<file path="src/umi_apb_pkg.sv">
// shared UMI field positions, opcodes, bus types and FSM states for the UMI-to-APB bridge
package umi_apb_pkg;

   // ############################################################
   // bus types
   // ############################################################
   typedef logic [31:0] umi_cmd_t;   // umi command word
   typedef logic [63:0] umi_addr_t;  // umi src/dst address
   typedef logic [63:0] umi_data_t;  // umi data bus
   typedef logic [15:0] apb_addr_t;  // apb byte address
   typedef logic [31:0] apb_data_t;  // apb register word

   // ############################################################
   // command word fields
   // ############################################################
   localparam int umi_opcode_lsb = 0;
   localparam int umi_opcode_msb = 4;
   localparam int umi_prot_lsb   = 21;
   localparam int umi_prot_msb   = 22;
   localparam int umi_err_lsb    = 25;
   localparam int umi_err_msb    = 26;

   // opcodes
   localparam logic [4:0] umi_req_read   = 5'd1;
   localparam logic [4:0] umi_req_write  = 5'd3;
   localparam logic [4:0] umi_req_posted = 5'd5;
   localparam logic [4:0] umi_resp_read  = 5'd8;
   localparam logic [4:0] umi_resp_write = 5'd9;

   localparam logic [1:0] umi_err_slverr = 2'b10; // slave error or timeout

   // ############################################################
   // enums
   // ############################################################
   typedef enum logic [1:0] {
      kind_read,
      kind_write,
      kind_posted,
      kind_drop    // atomics, rdma, wrong group
   } req_kind_t;

   typedef enum logic [1:0] {
      st_idle,
      st_setup,
      st_access,
      st_resp
   } bridge_state_t;

endpackage
</file>
<file path="src/apb_if.sv">
// APB signal group between the bridge requester and the register bank completer
`timescale 1ns/1ps

interface apb_if (
   input logic apb_pclk,
   input logic apb_nreset
);
   logic                   psel;
   logic                   penable;
   logic                   pwrite;
   umi_apb_pkg::apb_addr_t paddr;
   umi_apb_pkg::apb_data_t pwdata;
   logic [3:0]             pstrb;
   logic [2:0]             pprot;
   logic                   pready;
   umi_apb_pkg::apb_data_t prdata;
   logic                   pslverr;

   modport requester (output psel, penable, pwrite, paddr, pwdata, pstrb, pprot,
                      input pready, prdata, pslverr);
   modport completer (input psel, penable, pwrite, paddr, pwdata, pstrb, pprot,
                      output pready, prdata, pslverr);
   modport monitor (input prdata, pslverr);

   // a setup cycle is always followed by access with the same control and data
   a_setup_to_access: assert property (@(posedge apb_pclk) disable iff (!apb_nreset)
      psel && !penable |=> penable && $stable(pwrite) && $stable(pwdata)
                           && $stable(pprot) && $stable(pstrb));

endinterface

</file>
<file path="src/umi_apb_subsys.sv">
// subsystem top: UMI-to-APB bridge blocks wired to the APB register bank
`timescale 1ns/1ps

module umi_apb_subsys #(
   parameter int grp_offset     = 24,
   parameter int grp_aw         = 4,
   parameter int grp_id         = 3,
   parameter int timeout_cycles = 16,
   parameter int wait_cycles    = 2,
   parameter int reg_count      = 16,
   parameter int ro_first       = 12
) (
   input  logic                   apb_pclk,
   input  logic                   apb_nreset,
   // umi request
   input  logic                   req_valid,
   input  umi_apb_pkg::umi_cmd_t  req_cmd,
   input  umi_apb_pkg::umi_addr_t req_dstaddr,
   input  umi_apb_pkg::umi_addr_t req_srcaddr,
   input  umi_apb_pkg::umi_data_t req_data,
   output logic                   req_ready,
   // umi response
   output logic                   resp_valid,
   output umi_apb_pkg::umi_cmd_t  resp_cmd,
   output umi_apb_pkg::umi_addr_t resp_dstaddr,
   output umi_apb_pkg::umi_addr_t resp_srcaddr,
   output umi_apb_pkg::umi_data_t resp_data,
   input  logic                   resp_ready
);
   logic                   accept;
   umi_apb_pkg::req_kind_t kind;
   umi_apb_pkg::umi_cmd_t  cap_cmd;
   umi_apb_pkg::umi_addr_t cap_dstaddr;
   umi_apb_pkg::umi_addr_t cap_srcaddr;
   umi_apb_pkg::apb_data_t cap_wdata;
   logic                   timer_run;
   logic                   expired;
   logic                   done;
   logic                   timed_out;

   apb_if apb (.apb_pclk(apb_pclk), .apb_nreset(apb_nreset));

   umi_req_decoder #(.grp_offset(grp_offset), .grp_aw(grp_aw), .grp_id(grp_id))
      umi_req_decoder_i (.*);

   apb_requester_fsm apb_requester_fsm_i (.*, .apb(apb.requester));

   apb_wait_timer #(.timeout_cycles(timeout_cycles)) apb_wait_timer_i (
      .apb_pclk(apb_pclk), .apb_nreset(apb_nreset), .run(timer_run), .expired(expired));

   umi_resp_builder umi_resp_builder_i (.*, .apb(apb.monitor));

   apb_reg_bank #(.wait_cycles(wait_cycles), .reg_count(reg_count), .ro_first(ro_first))
      apb_reg_bank_i (.apb_pclk(apb_pclk), .apb_nreset(apb_nreset), .apb(apb.completer));

endmodule

</file>
<file path="src/apb_reg_bank.sv">
// APB completer register bank with wait states and a read-only upper region
`timescale 1ns/1ps

module apb_reg_bank #(
   parameter int wait_cycles = 2,
   parameter int reg_count   = 16,
   parameter int ro_first    = 12
) (
   input  logic     apb_pclk,
   input  logic     apb_nreset,
   apb_if.completer apb
);
   localparam int idx_w = $clog2(reg_count);
   localparam int wcnt_w = $clog2(wait_cycles + 2);

   umi_apb_pkg::apb_data_t regs [reg_count];
   logic [13:0]            widx;       // word index of paddr
   logic [idx_w-1:0]       idx;
   logic                   claimed;
   logic                   access;
   logic                   read_only;
   logic [wcnt_w-1:0]      wcnt;       // wait states so far

   assign widx      = apb.paddr[15:2];
   assign idx       = widx[idx_w-1:0];
   assign claimed   = (widx < 14'(reg_count));
   assign access    = apb.psel & apb.penable & claimed;  // unclaimed never answer
   assign read_only = (widx >= 14'(ro_first));

   // ############################################################
   // wait states
   // ############################################################
   always_ff @(posedge apb_pclk or negedge apb_nreset) begin
      if (!apb_nreset)
         wcnt <= '0;
      else if (access && !apb.pready)
         wcnt <= wcnt + 1'b1;
      else
         wcnt <= '0;
   end

   assign apb.pready  = access & (wcnt == wcnt_w'(wait_cycles));
   assign apb.pslverr = apb.pready & apb.pwrite & read_only;
   assign apb.prdata  = claimed ? regs[idx] : '0;

   // ############################################################
   // register file
   // ############################################################
   always_ff @(posedge apb_pclk or negedge apb_nreset) begin
      if (!apb_nreset) begin
         for (int i = 0; i < reg_count; i++)
            regs[i] <= '0;
      end else if (apb.pready && apb.pwrite && !read_only && (&apb.pstrb)) begin
         regs[idx] <= apb.pwdata;   // ro writes dropped
      end
   end

endmodule

</file>
<file path="src/umi_resp_builder.sv">
// UMI response formation: read data and error capture, address swap, command rebuild
`timescale 1ns/1ps

module umi_resp_builder (
   input  logic                   apb_pclk,
   input  logic                   apb_nreset,
   input  logic                   done,
   input  logic                   timed_out,
   input  umi_apb_pkg::req_kind_t kind,
   input  umi_apb_pkg::umi_cmd_t  cap_cmd,
   input  umi_apb_pkg::umi_addr_t cap_dstaddr,
   input  umi_apb_pkg::umi_addr_t cap_srcaddr,
   apb_if.monitor                 apb,
   output umi_apb_pkg::umi_cmd_t  resp_cmd,
   output umi_apb_pkg::umi_addr_t resp_dstaddr,
   output umi_apb_pkg::umi_addr_t resp_srcaddr,
   output umi_apb_pkg::umi_data_t resp_data
);
   umi_apb_pkg::apb_data_t rdata_q;
   logic [1:0]             err_q;

   always_ff @(posedge apb_pclk or negedge apb_nreset) begin
      if (!apb_nreset)
         err_q <= 2'b00;
      else if (done)
         err_q <= (apb.pslverr | timed_out) ? umi_apb_pkg::umi_err_slverr : 2'b00;
   end

   always_ff @(posedge apb_pclk) begin
      if (done)
         rdata_q <= timed_out ? '0 : apb.prdata;   // zero data on abort
   end

   // ############################################################
   // response fields
   // ############################################################
   always_comb begin
      resp_cmd = cap_cmd;   // keep all other request bits
      resp_cmd[umi_apb_pkg::umi_opcode_msb:umi_apb_pkg::umi_opcode_lsb] =
         (kind == umi_apb_pkg::kind_read) ? umi_apb_pkg::umi_resp_read
                                          : umi_apb_pkg::umi_resp_write;
      resp_cmd[umi_apb_pkg::umi_err_msb:umi_apb_pkg::umi_err_lsb] = err_q;
   end

   assign resp_dstaddr = cap_srcaddr;                 // back to requester
   assign resp_srcaddr = cap_dstaddr;
   assign resp_data    = umi_apb_pkg::umi_data_t'(rdata_q);  // zero extend

endmodule

</file>
<file path="src/apb_wait_timer.sv">
// access-phase watchdog that flags a timeout when no completer answers
`timescale 1ns/1ps

module apb_wait_timer #(
   parameter int timeout_cycles = 16
) (
   input  logic apb_pclk,
   input  logic apb_nreset,
   input  logic run,
   output logic expired
);
   localparam int cnt_w = $clog2(timeout_cycles + 1);

   logic [cnt_w-1:0] cnt;   // access cycles seen so far

   always_ff @(posedge apb_pclk or negedge apb_nreset) begin
      if (!apb_nreset)
         cnt <= '0;
      else if (!run)
         cnt <= '0;                       // idle clears
      else if (!expired)
         cnt <= cnt + 1'b1;               // saturate at limit
   end

   assign expired = (cnt == cnt_w'(timeout_cycles));

endmodule

</file>
<file path="src/apb_requester_fsm.sv">
// APB requester FSM that runs the setup and access phases and hands results to the response builder
`timescale 1ns/1ps

module apb_requester_fsm (
   input  logic                   apb_pclk,
   input  logic                   apb_nreset,
   input  logic                   accept,
   input  umi_apb_pkg::req_kind_t kind,
   input  umi_apb_pkg::umi_addr_t cap_dstaddr,
   input  umi_apb_pkg::apb_data_t cap_wdata,
   input  umi_apb_pkg::umi_cmd_t  cap_cmd,
   input  logic                   expired,
   input  logic                   resp_ready,
   output logic                   req_ready,
   output logic                   timer_run,
   output logic                   done,
   output logic                   timed_out,
   output logic                   resp_valid,
   apb_if.requester               apb
);
   umi_apb_pkg::bridge_state_t state;
   umi_apb_pkg::bridge_state_t state_nxt;
   logic                       access_end;

   assign access_end = (state == umi_apb_pkg::st_access) & (apb.pready | expired);

   // ############################################################
   // state machine
   // ############################################################
   always_comb begin
      state_nxt = state;
      case (state)
         umi_apb_pkg::st_idle:   if (accept) state_nxt = umi_apb_pkg::st_setup;
         umi_apb_pkg::st_setup:  state_nxt = umi_apb_pkg::st_access;
         umi_apb_pkg::st_access: begin
            if (access_end)
               state_nxt = (kind == umi_apb_pkg::kind_posted) ? umi_apb_pkg::st_idle
                                                              : umi_apb_pkg::st_resp;
         end
         default:                if (resp_ready) state_nxt = umi_apb_pkg::st_idle;
      endcase
   end

   always_ff @(posedge apb_pclk or negedge apb_nreset) begin
      if (!apb_nreset)
         state <= umi_apb_pkg::st_idle;
      else
         state <= state_nxt;
   end

   // ############################################################
   // outputs
   // ############################################################
   assign req_ready  = (state == umi_apb_pkg::st_idle);   // one request in flight
   assign resp_valid = (state == umi_apb_pkg::st_resp);
   assign timer_run  = (state == umi_apb_pkg::st_access);
   assign done       = access_end;
   assign timed_out  = access_end & ~apb.pready;          // no completer answered

   assign apb.psel    = (state == umi_apb_pkg::st_setup) | (state == umi_apb_pkg::st_access);
   assign apb.penable = (state == umi_apb_pkg::st_access);
   assign apb.pwrite  = (kind == umi_apb_pkg::kind_write) | (kind == umi_apb_pkg::kind_posted);
   assign apb.paddr   = umi_apb_pkg::apb_addr_t'(cap_dstaddr);
   assign apb.pwdata  = cap_wdata;
   assign apb.pstrb   = 4'hf;                             // full word writes
   assign apb.pprot   = {1'b0, cap_cmd[umi_apb_pkg::umi_prot_msb:umi_apb_pkg::umi_prot_lsb]};

   // ############################################################
   // checks
   // ############################################################
   // completer answers only inside the access phase
   a_pready_access: assert property (@(posedge apb_pclk) disable iff (!apb_nreset)
      apb.pready |-> apb.psel && apb.penable);
   a_paddr_stable: assert property (@(posedge apb_pclk) disable iff (!apb_nreset)
      apb.penable |-> $stable(apb.paddr));
   a_resp_hold: assert property (@(posedge apb_pclk) disable iff (!apb_nreset)
      resp_valid && !resp_ready |=> resp_valid);

endmodule

</file>
<file path="src/umi_req_decoder.sv">
// UMI request decoder that checks the group, sorts the opcode and captures the request for the APB side
`timescale 1ns/1ps

module umi_req_decoder #(
   parameter int grp_offset = 24,
   parameter int grp_aw     = 4,
   parameter int grp_id     = 3
) (
   input  logic                   apb_pclk,
   input  logic                   apb_nreset,
   input  logic                   req_valid,
   input  umi_apb_pkg::umi_cmd_t  req_cmd,
   input  umi_apb_pkg::umi_addr_t req_dstaddr,
   input  umi_apb_pkg::umi_addr_t req_srcaddr,
   input  umi_apb_pkg::umi_data_t req_data,
   input  logic                   req_ready,
   output logic                   accept,
   output umi_apb_pkg::req_kind_t kind,
   output umi_apb_pkg::umi_cmd_t  cap_cmd,
   output umi_apb_pkg::umi_addr_t cap_dstaddr,
   output umi_apb_pkg::umi_addr_t cap_srcaddr,
   output umi_apb_pkg::apb_data_t cap_wdata
);
   logic                   group_match;
   umi_apb_pkg::req_kind_t kind_now;   // kind of the packet on the bus

   generate
      if (grp_aw != 0) begin : g_grp
         assign group_match = (req_dstaddr[grp_offset +: grp_aw] == grp_aw'(grp_id));
      end else begin : g_nogrp
         assign group_match = 1'b1;    // check disabled
      end
   endgenerate

   always_comb begin
      case (req_cmd[umi_apb_pkg::umi_opcode_msb:umi_apb_pkg::umi_opcode_lsb])
         umi_apb_pkg::umi_req_read:   kind_now = umi_apb_pkg::kind_read;
         umi_apb_pkg::umi_req_write:  kind_now = umi_apb_pkg::kind_write;
         umi_apb_pkg::umi_req_posted: kind_now = umi_apb_pkg::kind_posted;
         default:                     kind_now = umi_apb_pkg::kind_drop; // atomics, rdma
      endcase
      if (!group_match)
         kind_now = umi_apb_pkg::kind_drop;
   end

   // dropped packets still handshake but never start the fsm
   assign accept = req_valid & req_ready & (kind_now != umi_apb_pkg::kind_drop);

   always_ff @(posedge apb_pclk or negedge apb_nreset) begin
      if (!apb_nreset)
         kind <= umi_apb_pkg::kind_drop;
      else if (accept)
         kind <= kind_now;
   end

   always_ff @(posedge apb_pclk) begin
      if (accept) begin
         cap_cmd     <= req_cmd;
         cap_dstaddr <= req_dstaddr;
         cap_srcaddr <= req_srcaddr;
         cap_wdata   <= req_data[31:0];  // rw-aligned low word only
      end
   end

   // one request in flight once the fsm has taken it
   a_accept_busy: assert property (@(posedge apb_pclk) disable iff (!apb_nreset)
      accept |=> !req_ready);

endmodule

</file>
<file path="config.mk">
export PLATFORM = sky130hd
export DESIGN_NAME = umi_apb_subsys
export DESIGN_NICKNAME = d
export VERILOG_FILES = /design/src/umi_apb_pkg.sv /design/src/apb_if.sv /design/src/umi_apb_subsys.sv /design/src/apb_reg_bank.sv /design/src/umi_resp_builder.sv /design/src/apb_wait_timer.sv /design/src/apb_requester_fsm.sv /design/src/umi_req_decoder.sv
export SDC_FILE = /design/constraint.sdc
export NUM_CORES = 1
export LEC_CHECK = 0
export ABC_CLOCK_PERIOD_IN_PS = 6900
export BUFFER_PORTS_ARGS = -buffer_cell sky130_fd_sc_hd__clkbuf_2
export CAP_MARGIN = 15
export CORE_ASPECT_RATIO = 0.9
export CORE_MARGIN = 10
export CORE_UTILIZATION = 57
export DETAILED_ROUTE_END_ITERATION = 10
export GPL_TIMING_DRIVEN = 0
export HOLD_SLACK_MARGIN = 0.15
export PLACE_DENSITY = 0.86
export SETUP_SLACK_MARGIN = 0.5
export SLEW_MARGIN = 0
export SYNTH_ARGS = -nofsm -noshare
export SYNTH_HDL_FRONTEND = slang
export SYNTH_SLANG_ARGS = --single-unit
</file>
<file path="constraint.sdc">
create_clock -name apb_pclk -period 6.9 [get_ports apb_pclk]
set_input_delay 1.38 -clock apb_pclk [delete_from_list [all_inputs] [get_ports apb_pclk]]
set_output_delay 1.38 -clock apb_pclk [all_outputs]
set_load 0.005 [all_outputs]
</file>
-- Yosys cells after proc, flatten, opt, wreduce, memory -nomap -nowiden
Cells that the tools add are included.
Widths: inputs -> output; s select.
- register bits: 749
- input bits: 228
- logic and storage cells: 92
- output and inout port bits: 226
- bitwise gates (word level): 16
- reductions and logical operators: 11
- equal/unequal tests: 15
- $add $sub $neg: 2
- magnitude comparators: 4
- multiplexer cells: 18
- operators with widths (operator ; count):
    $bwmux 512 ; 1
    $bmux 32 s4 ; 1
    $demux 32 s4 ; 1
    $mux 32 ; 3
    $ge 14x4->1 const B ; 1
    $lt 14x5->1 const B ; 1
    $mux 2 ; 7
    $pmux 2 s3 ; 2
    $mux 5 ; 2
    $and 1x1->1 ; 9
    $eq 2x2->1 const B ; 4
    $ne 2x2->1 const B ; 4
    $add 5x1->5 const B ; 1
    $eq 5x1->1 const B ; 1
    $eq 5x2->1 const B ; 1
    $eq 5x3->1 const B ; 1
    $eq 5x5->1 const B ; 1
    $ge 5x5->1 const B ; 1
    $lt 5x1->1 const B ; 1
    $not 4->5 ; 1
    $eq 2x1->1 const B ; 2
    $eq 4x2->1 const B ; 1
    $logic_and 1x1->1 ; 4
    $logic_not 2->1 ; 2
    8 further kinds ; 13

-- Longest topological paths before layout
- depth after elaboration: 10
- depth in mapped cells: 8
- mapped depth without buffers: 6

-- Modules after synthesis
From an unflattened synthesis, not the netlist that was laid out.
- cells, all modules: 2053
- area total of the unflattened synthesis: 31875.6 um^2
- by module, submodules not included (module ; sequential area each (um^2) ; cells an instance ; area each (um^2) ; times used):
    apb_reg_bank ; 12862.3 ; 1477 ; 22381.5 ; 1
    umi_req_decoder ; 5818.1 ; 203 ; 5890.6 ; 1
    umi_resp_builder ; 985.9 ; 264 ; 2662.6 ; 1
    apb_requester_fsm ; 50.0 ; 82 ; 661.9 ; 1
    apb_wait_timer ; 125.1 ; 27 ; 279.0 ; 1

-- Worst setup path before layout
Ideal clock, no wire load.
- path kind: input to register
- from: input req_dstaddr[24]
- to: register umi_req_decoder_i.cap_cmd[10] (enable)
- data required time: 6.362 ns
- buffers on the path: 0
- stages: 4
- arrival: 5.550 ns
- slack: 0.812 ns
- cell sequence: nor4bb_1 > nand4_1 > a21o_1 > inv_1
- cells in the longest elaborated chain, start to end: 4
- RTL lines (item ; line ; RTL):
    from (decl) ; umi_apb_subsys.sv:18 ; input umi_apb_pkg::umi_addr_t req_dstaddr,
    $eq 4x2->1 ; umi_req_decoder.sv:29 ; assign group_match = (req_dstaddr[grp_offset +: grp_aw] == grp_aw'(grp_id));
    $mux 2 ; umi_req_decoder.sv:42 ; if (!group_match)
    $ne 2x2->1 ; umi_req_decoder.sv:47 ; assign accept = req_valid & req_ready & (kind_now != umi_apb_pkg::kind_drop);
    $and 1x1->1 ; umi_req_decoder.sv:47 ;
    via accept ; umi_apb_subsys.sv:30 ; logic accept;
    to (signal assigned) ; umi_req_decoder.sv:58 ; cap_cmd <= req_cmd;
    to (decl) ; umi_req_decoder.sv:19 ; output umi_apb_pkg::umi_cmd_t cap_cmd,
The timed path passes the listed nets, and every way through them passes these cells.
A chain may end at the register's enable or synchronous reset.

-- Worst setup path after layout
- from: register apb_wait_timer_i.cnt[0]
- to: register umi_resp_builder_i.rdata_q[27], data pin
- cells in the longest elaborated chain, start to end: 5
- RTL lines (item ; line ; RTL):
    from (decl) ; apb_wait_timer.sv:14 ; logic [cnt_w-1:0] cnt;
    from (signal assigned) ; apb_wait_timer.sv:22 ; cnt <= cnt + 1'b1;
    $eq 5x5->1 ; apb_wait_timer.sv:25 ; assign expired = (cnt == cnt_w'(timeout_cycles));
    $or 1x1->1 ; apb_requester_fsm.sv:25 ; assign access_end = (state == umi_apb_pkg::st_access) & (apb.pready | expired);
    $and 1x1->1 ; apb_requester_fsm.sv:25 ;
    $and 1x1->1 ; apb_requester_fsm.sv:58 ; assign timed_out = access_end & ~apb.pready;
    $reduce_or 2->1 (no line) ; n/a ;
    to (signal assigned) ; umi_resp_builder.sv:31 ; rdata_q <= timed_out ? '0 : apb.prdata;
    to (decl) ; umi_resp_builder.sv:19 ; umi_apb_pkg::apb_data_t rdata_q;
Every way passes these cells.

==> summary.md <==
| Metric | Value |
|---|---|
| Status | finished clean |
| Hpwl dp | 50500 um |
| Max Slew Vio Count | 0 |
| Main combinational cell family by area after synthesis | multiplexers |
| Min-Delay Path Depth | 1 |
| Placed cell area | 0.03269 mm2 |
| Post-cts resize count | 0 |
| Die Width | 260.1 um |
| Global route total overflow | 0 |
| Most common cell in the netlist | dfrtp_1 |
| Worst path slowest cell | o311ai_1 |
| Synth Area in Adders | 0.002116 |
| Top cell type's share of synthesized area | 0.4417 |
| CTS max path bufs | 3 |
| Antenna cells | 0 |
| Max VDD drop | 296.8 uV |
| CP max FO | 10 |
| Final worst path period need | 3.482 ns |
| Effective utilization at floorplan | 0.5742 |
| Synth top area cells | dfrtp_1, edfxtp_1, mux2_2 |
| First-pass iteration count of the detailed router | 5 |
| DRC viols | 0 |
| Mean Syn Cell Area | 17.14 um2 |
| Critical Path Start Type | flop |
| Vias in the first global route | 18750 |
| Worst Path Arrival | 3.74 ns |
| Setup violators final | 0 |
| Worst min-delay path category | reg -> reg |
| CTS H-tree depth | 3 |
| Setup repair bufs after CTS | 0 |
| Worst-path clk slew | 0.06 ns |
| YS warnings | 0 |
| Async SR Flop Fraction | 0.7072 |
| Cts hold-fix bufs | 0 |
| Clk root buf | clkbuf_16 |
| Die area | 0.06140 mm2 |
| Tot Pwr | 0.008834 W |
| Core Box Area | 0.05150 mm2 |
| DRT iter0 DRCs | 1232 |
| CTS tree | built |
| Worst R2R Path Depth | 6 |
| Worst relative slew slack | 0.2203 |
| Xor/xnor share of the synthesized area | 0.0008886 |
| Drt total wl | 73880 um |
| WP data required | 7.16 ns |
| Fill count | 3264 |
| ANT nets after route | 0 |
| WL per Instance | 24.87 um |
| Via count | 16930 |
| Seq/Total Area, Yosys | 0.6639 |
| Worst Max-Slew Pin Slew | 1.151 ns |
| Final #Nets | 2459 |
| Die Y-Extent | 236.1 um |
| Overall routing resource usage | 0.2415 |
| Final core occ | 0.6837 |
| Distinct cells, synth | 47 |
| Share of cells above drive strength 1 | 0.4634 |
| Worst Setup End Kind | flop |
| Synth Area in Simple Gates | 0.01384 |
| Vias/cell | 5.698 |
| FP Rows | 79 |
| Total CTS buffers | 74 |
| Largest net degree at the start of global routing | 121 |
| Final worst slack | 3.418 ns |
| Power Density | 250.9 mW/mm2 |
| Pre-CTS setup slack | 3.014 ns |
| Fmax | 287.2 MHz |
| Unrepaired setup endpoints after global routing | false |
| Largest stage delay, worst path | 1.08 ns |
| Main synth FF type | dfrtp_1 |
| Clk sink count | 741 |
| Post-synthesis mux area share | 0.2654 |
| Clock Skews | 0.03287 ns |
| Synth Area in Compound Gates | 0.009562 |
| First-pass GRT wire length | 112500 um |
| Number of synthesized flops with an enable pin | 217 |
| Post-synthesis sequential element count | 741 |
| Initial antenna violation count | 0 |
| Final Hold Viols | 0 |
| Worst path cell trace | inv_1 -> ha_1 -> nand4bb_1 -> o311ai_1 -> clkbuf_1 -> o22ai_1 |
| Fin area | 0.03521 mm2 |
| Cell area after synthesis | 0.02957 mm2 |
| Cells after Synth | 1725 |
| I/O pins | 454 |
| GP Congestion | 0.8629 |
| Most frequent cells after synthesis | dfrtp_1, mux2_2, edfxtp_1, clkbuf_1, mux4_2 |
| Max Cap Viol | 0 |
| Clk_lat worst skew | 0.61 ns |
| Area Growth Syn to Fin | 19.07% |
| Critical path type | reg -> reg |
| Leakage | 16.47 nW |
| Final period util | 0.5047 |
| Port buffer count | 382 |
| Synth area leader | dfrtp_1 |
## placed cells by master, fill, tap and decap left out, types with 3 or more instances in the layout
master / netlist / routed
and2_1: 3 / 3
and3_1: 3 / 3
and4_1: 3 / 3
buf_1: 6 / 6
buf_16: 0 / 6
buf_2: 40 / 40
buf_4: 40 / 40
bufinv_16: 0 / 7
clkbuf_1: 199 / 212
clkbuf_16: 0 / 78
clkbuf_2: 0 / 381
clkbuf_8: 0 / 14
clkinv_1: 0 / 5
clkinv_2: 0 / 13
conb_1: 2 / 37
dfrtp_1: 522 / 522
edfxtp_1: 217 / 217
ha_1: 5 / 5
inv_1: 9 / 8
mux2_1: 52 / 52
mux2_2: 332 / 332
mux2i_1: 64 / 64
mux4_2: 128 / 128
nand2_1: 8 / 8
nand3_1: 3 / 3
nand4_1: 4 / 4
nor2_1: 9 / 9
nor2b_1: 3 / 3
nor3_1: 7 / 7
o22ai_1: 32 / 32
## per-stage QoR
step | setup TNS [ns] | hold slack [ns] | instances
detailed placement | 0 | 0.4290 | 2837
global placement | -3542.20 | 0.4179 | 2830
CTS | 0 | 0.4376 | 2970
finish | 0 | 0.4384 | 2971
floorplan | 0 | 0.4094 | 1760
global route | 0 | 0.4563 | 2971
## sequential cells by signal, summed over array words and instances (netlist names)
register                       flops
apb_reg_bank_i.regs              512
apb_reg_bank_i.wcnt                2
apb_requester_fsm_i.state          2
apb_wait_timer_i.cnt               5
umi_req_decoder_i.cap_cmd         25
umi_req_decoder_i.cap_dstaddr     64
umi_req_decoder_i.cap_srcaddr     64
umi_req_decoder_i.cap_wdata       32
umi_req_decoder_i.kind             2
umi_resp_builder_i.err_q           1
umi_resp_builder_i.rdata_q        32
## per-layer routing
layer / global-route usage / vias to the layer above / wire [um]
li1: - / 7193 / -
met5: 0 / - / 0
met1: 0.3008 / 9009 / 28720
met4: 0.07359 / 0 / 2047
met2: 0.4098 / 584 / 38170
met3: 0.06169 / 143 / 4944
## final timing paths
path / endpoint / slack [ns] / from
min in group asynchronous: apb_reg_bank_i.regs[376] / 0.78 / apb_nreset
max in group asynchronous: apb_reg_bank_i.regs[457] / 4.35 / apb_nreset
worst max register to register: umi_resp_builder_i.rdata_q[27] / 3.42 / apb_wait_timer_i.cnt[0]
worst min-delay path: apb_reg_bank_i.wcnt[0] / 0.44 / apb_reg_bank_i.wcnt[0]
worst max-delay path: umi_resp_builder_i.rdata_q[27] / 3.42 / apb_wait_timer_i.cnt[0]
worst min register to register: apb_reg_bank_i.wcnt[0] / 0.44 / apb_reg_bank_i.wcnt[0]
## power breakdown
part / switching, W / internal (W)
logic: 0.000106 / 0.0000725
registers: 0.00000765 / 0.00453
clock network: 0.00166 / 0.00247
total: 0.00177 / 0.00706
## final cells by class
cell class / count / area [um2] / share of cell area
Multi-Input combinational cell: 725 / 8778 / 0.2493
Tap cell: 688 / 860.8 / 0.02445
Inverter: 9 / 41.29 / 0.001173
Clock buffer: 104 / 2180 / 0.06190
Timing Repair Buffer: 390 / 2121 / 0.06023
Buffer: 285 / 1270 / 0.03607
Clock inverter: 29 / 327.8 / 0.009310
Sequential cell: 741 / 19630 / 0.5575
## worst max-delay path, delay by kind of cell, from the launching register on
kind	cells	cell delay (ns)
AOI/OAI and AO/OA	2	1.34
and+or+nand+nor	1	0.37
adders and majority gates	1	0.19
buffers and inverters	2	0.83
DFF	1	0.41
## logic make-up after synthesis
logic type      count (synthesis)
flops                         741
mux                           576
buf+inv                       294
simple gates                   60
compound gates                 44
fa+ha+maj                       5
xor+xnor                        3
other cells                     2
Power figures use the tool's default switching activity.
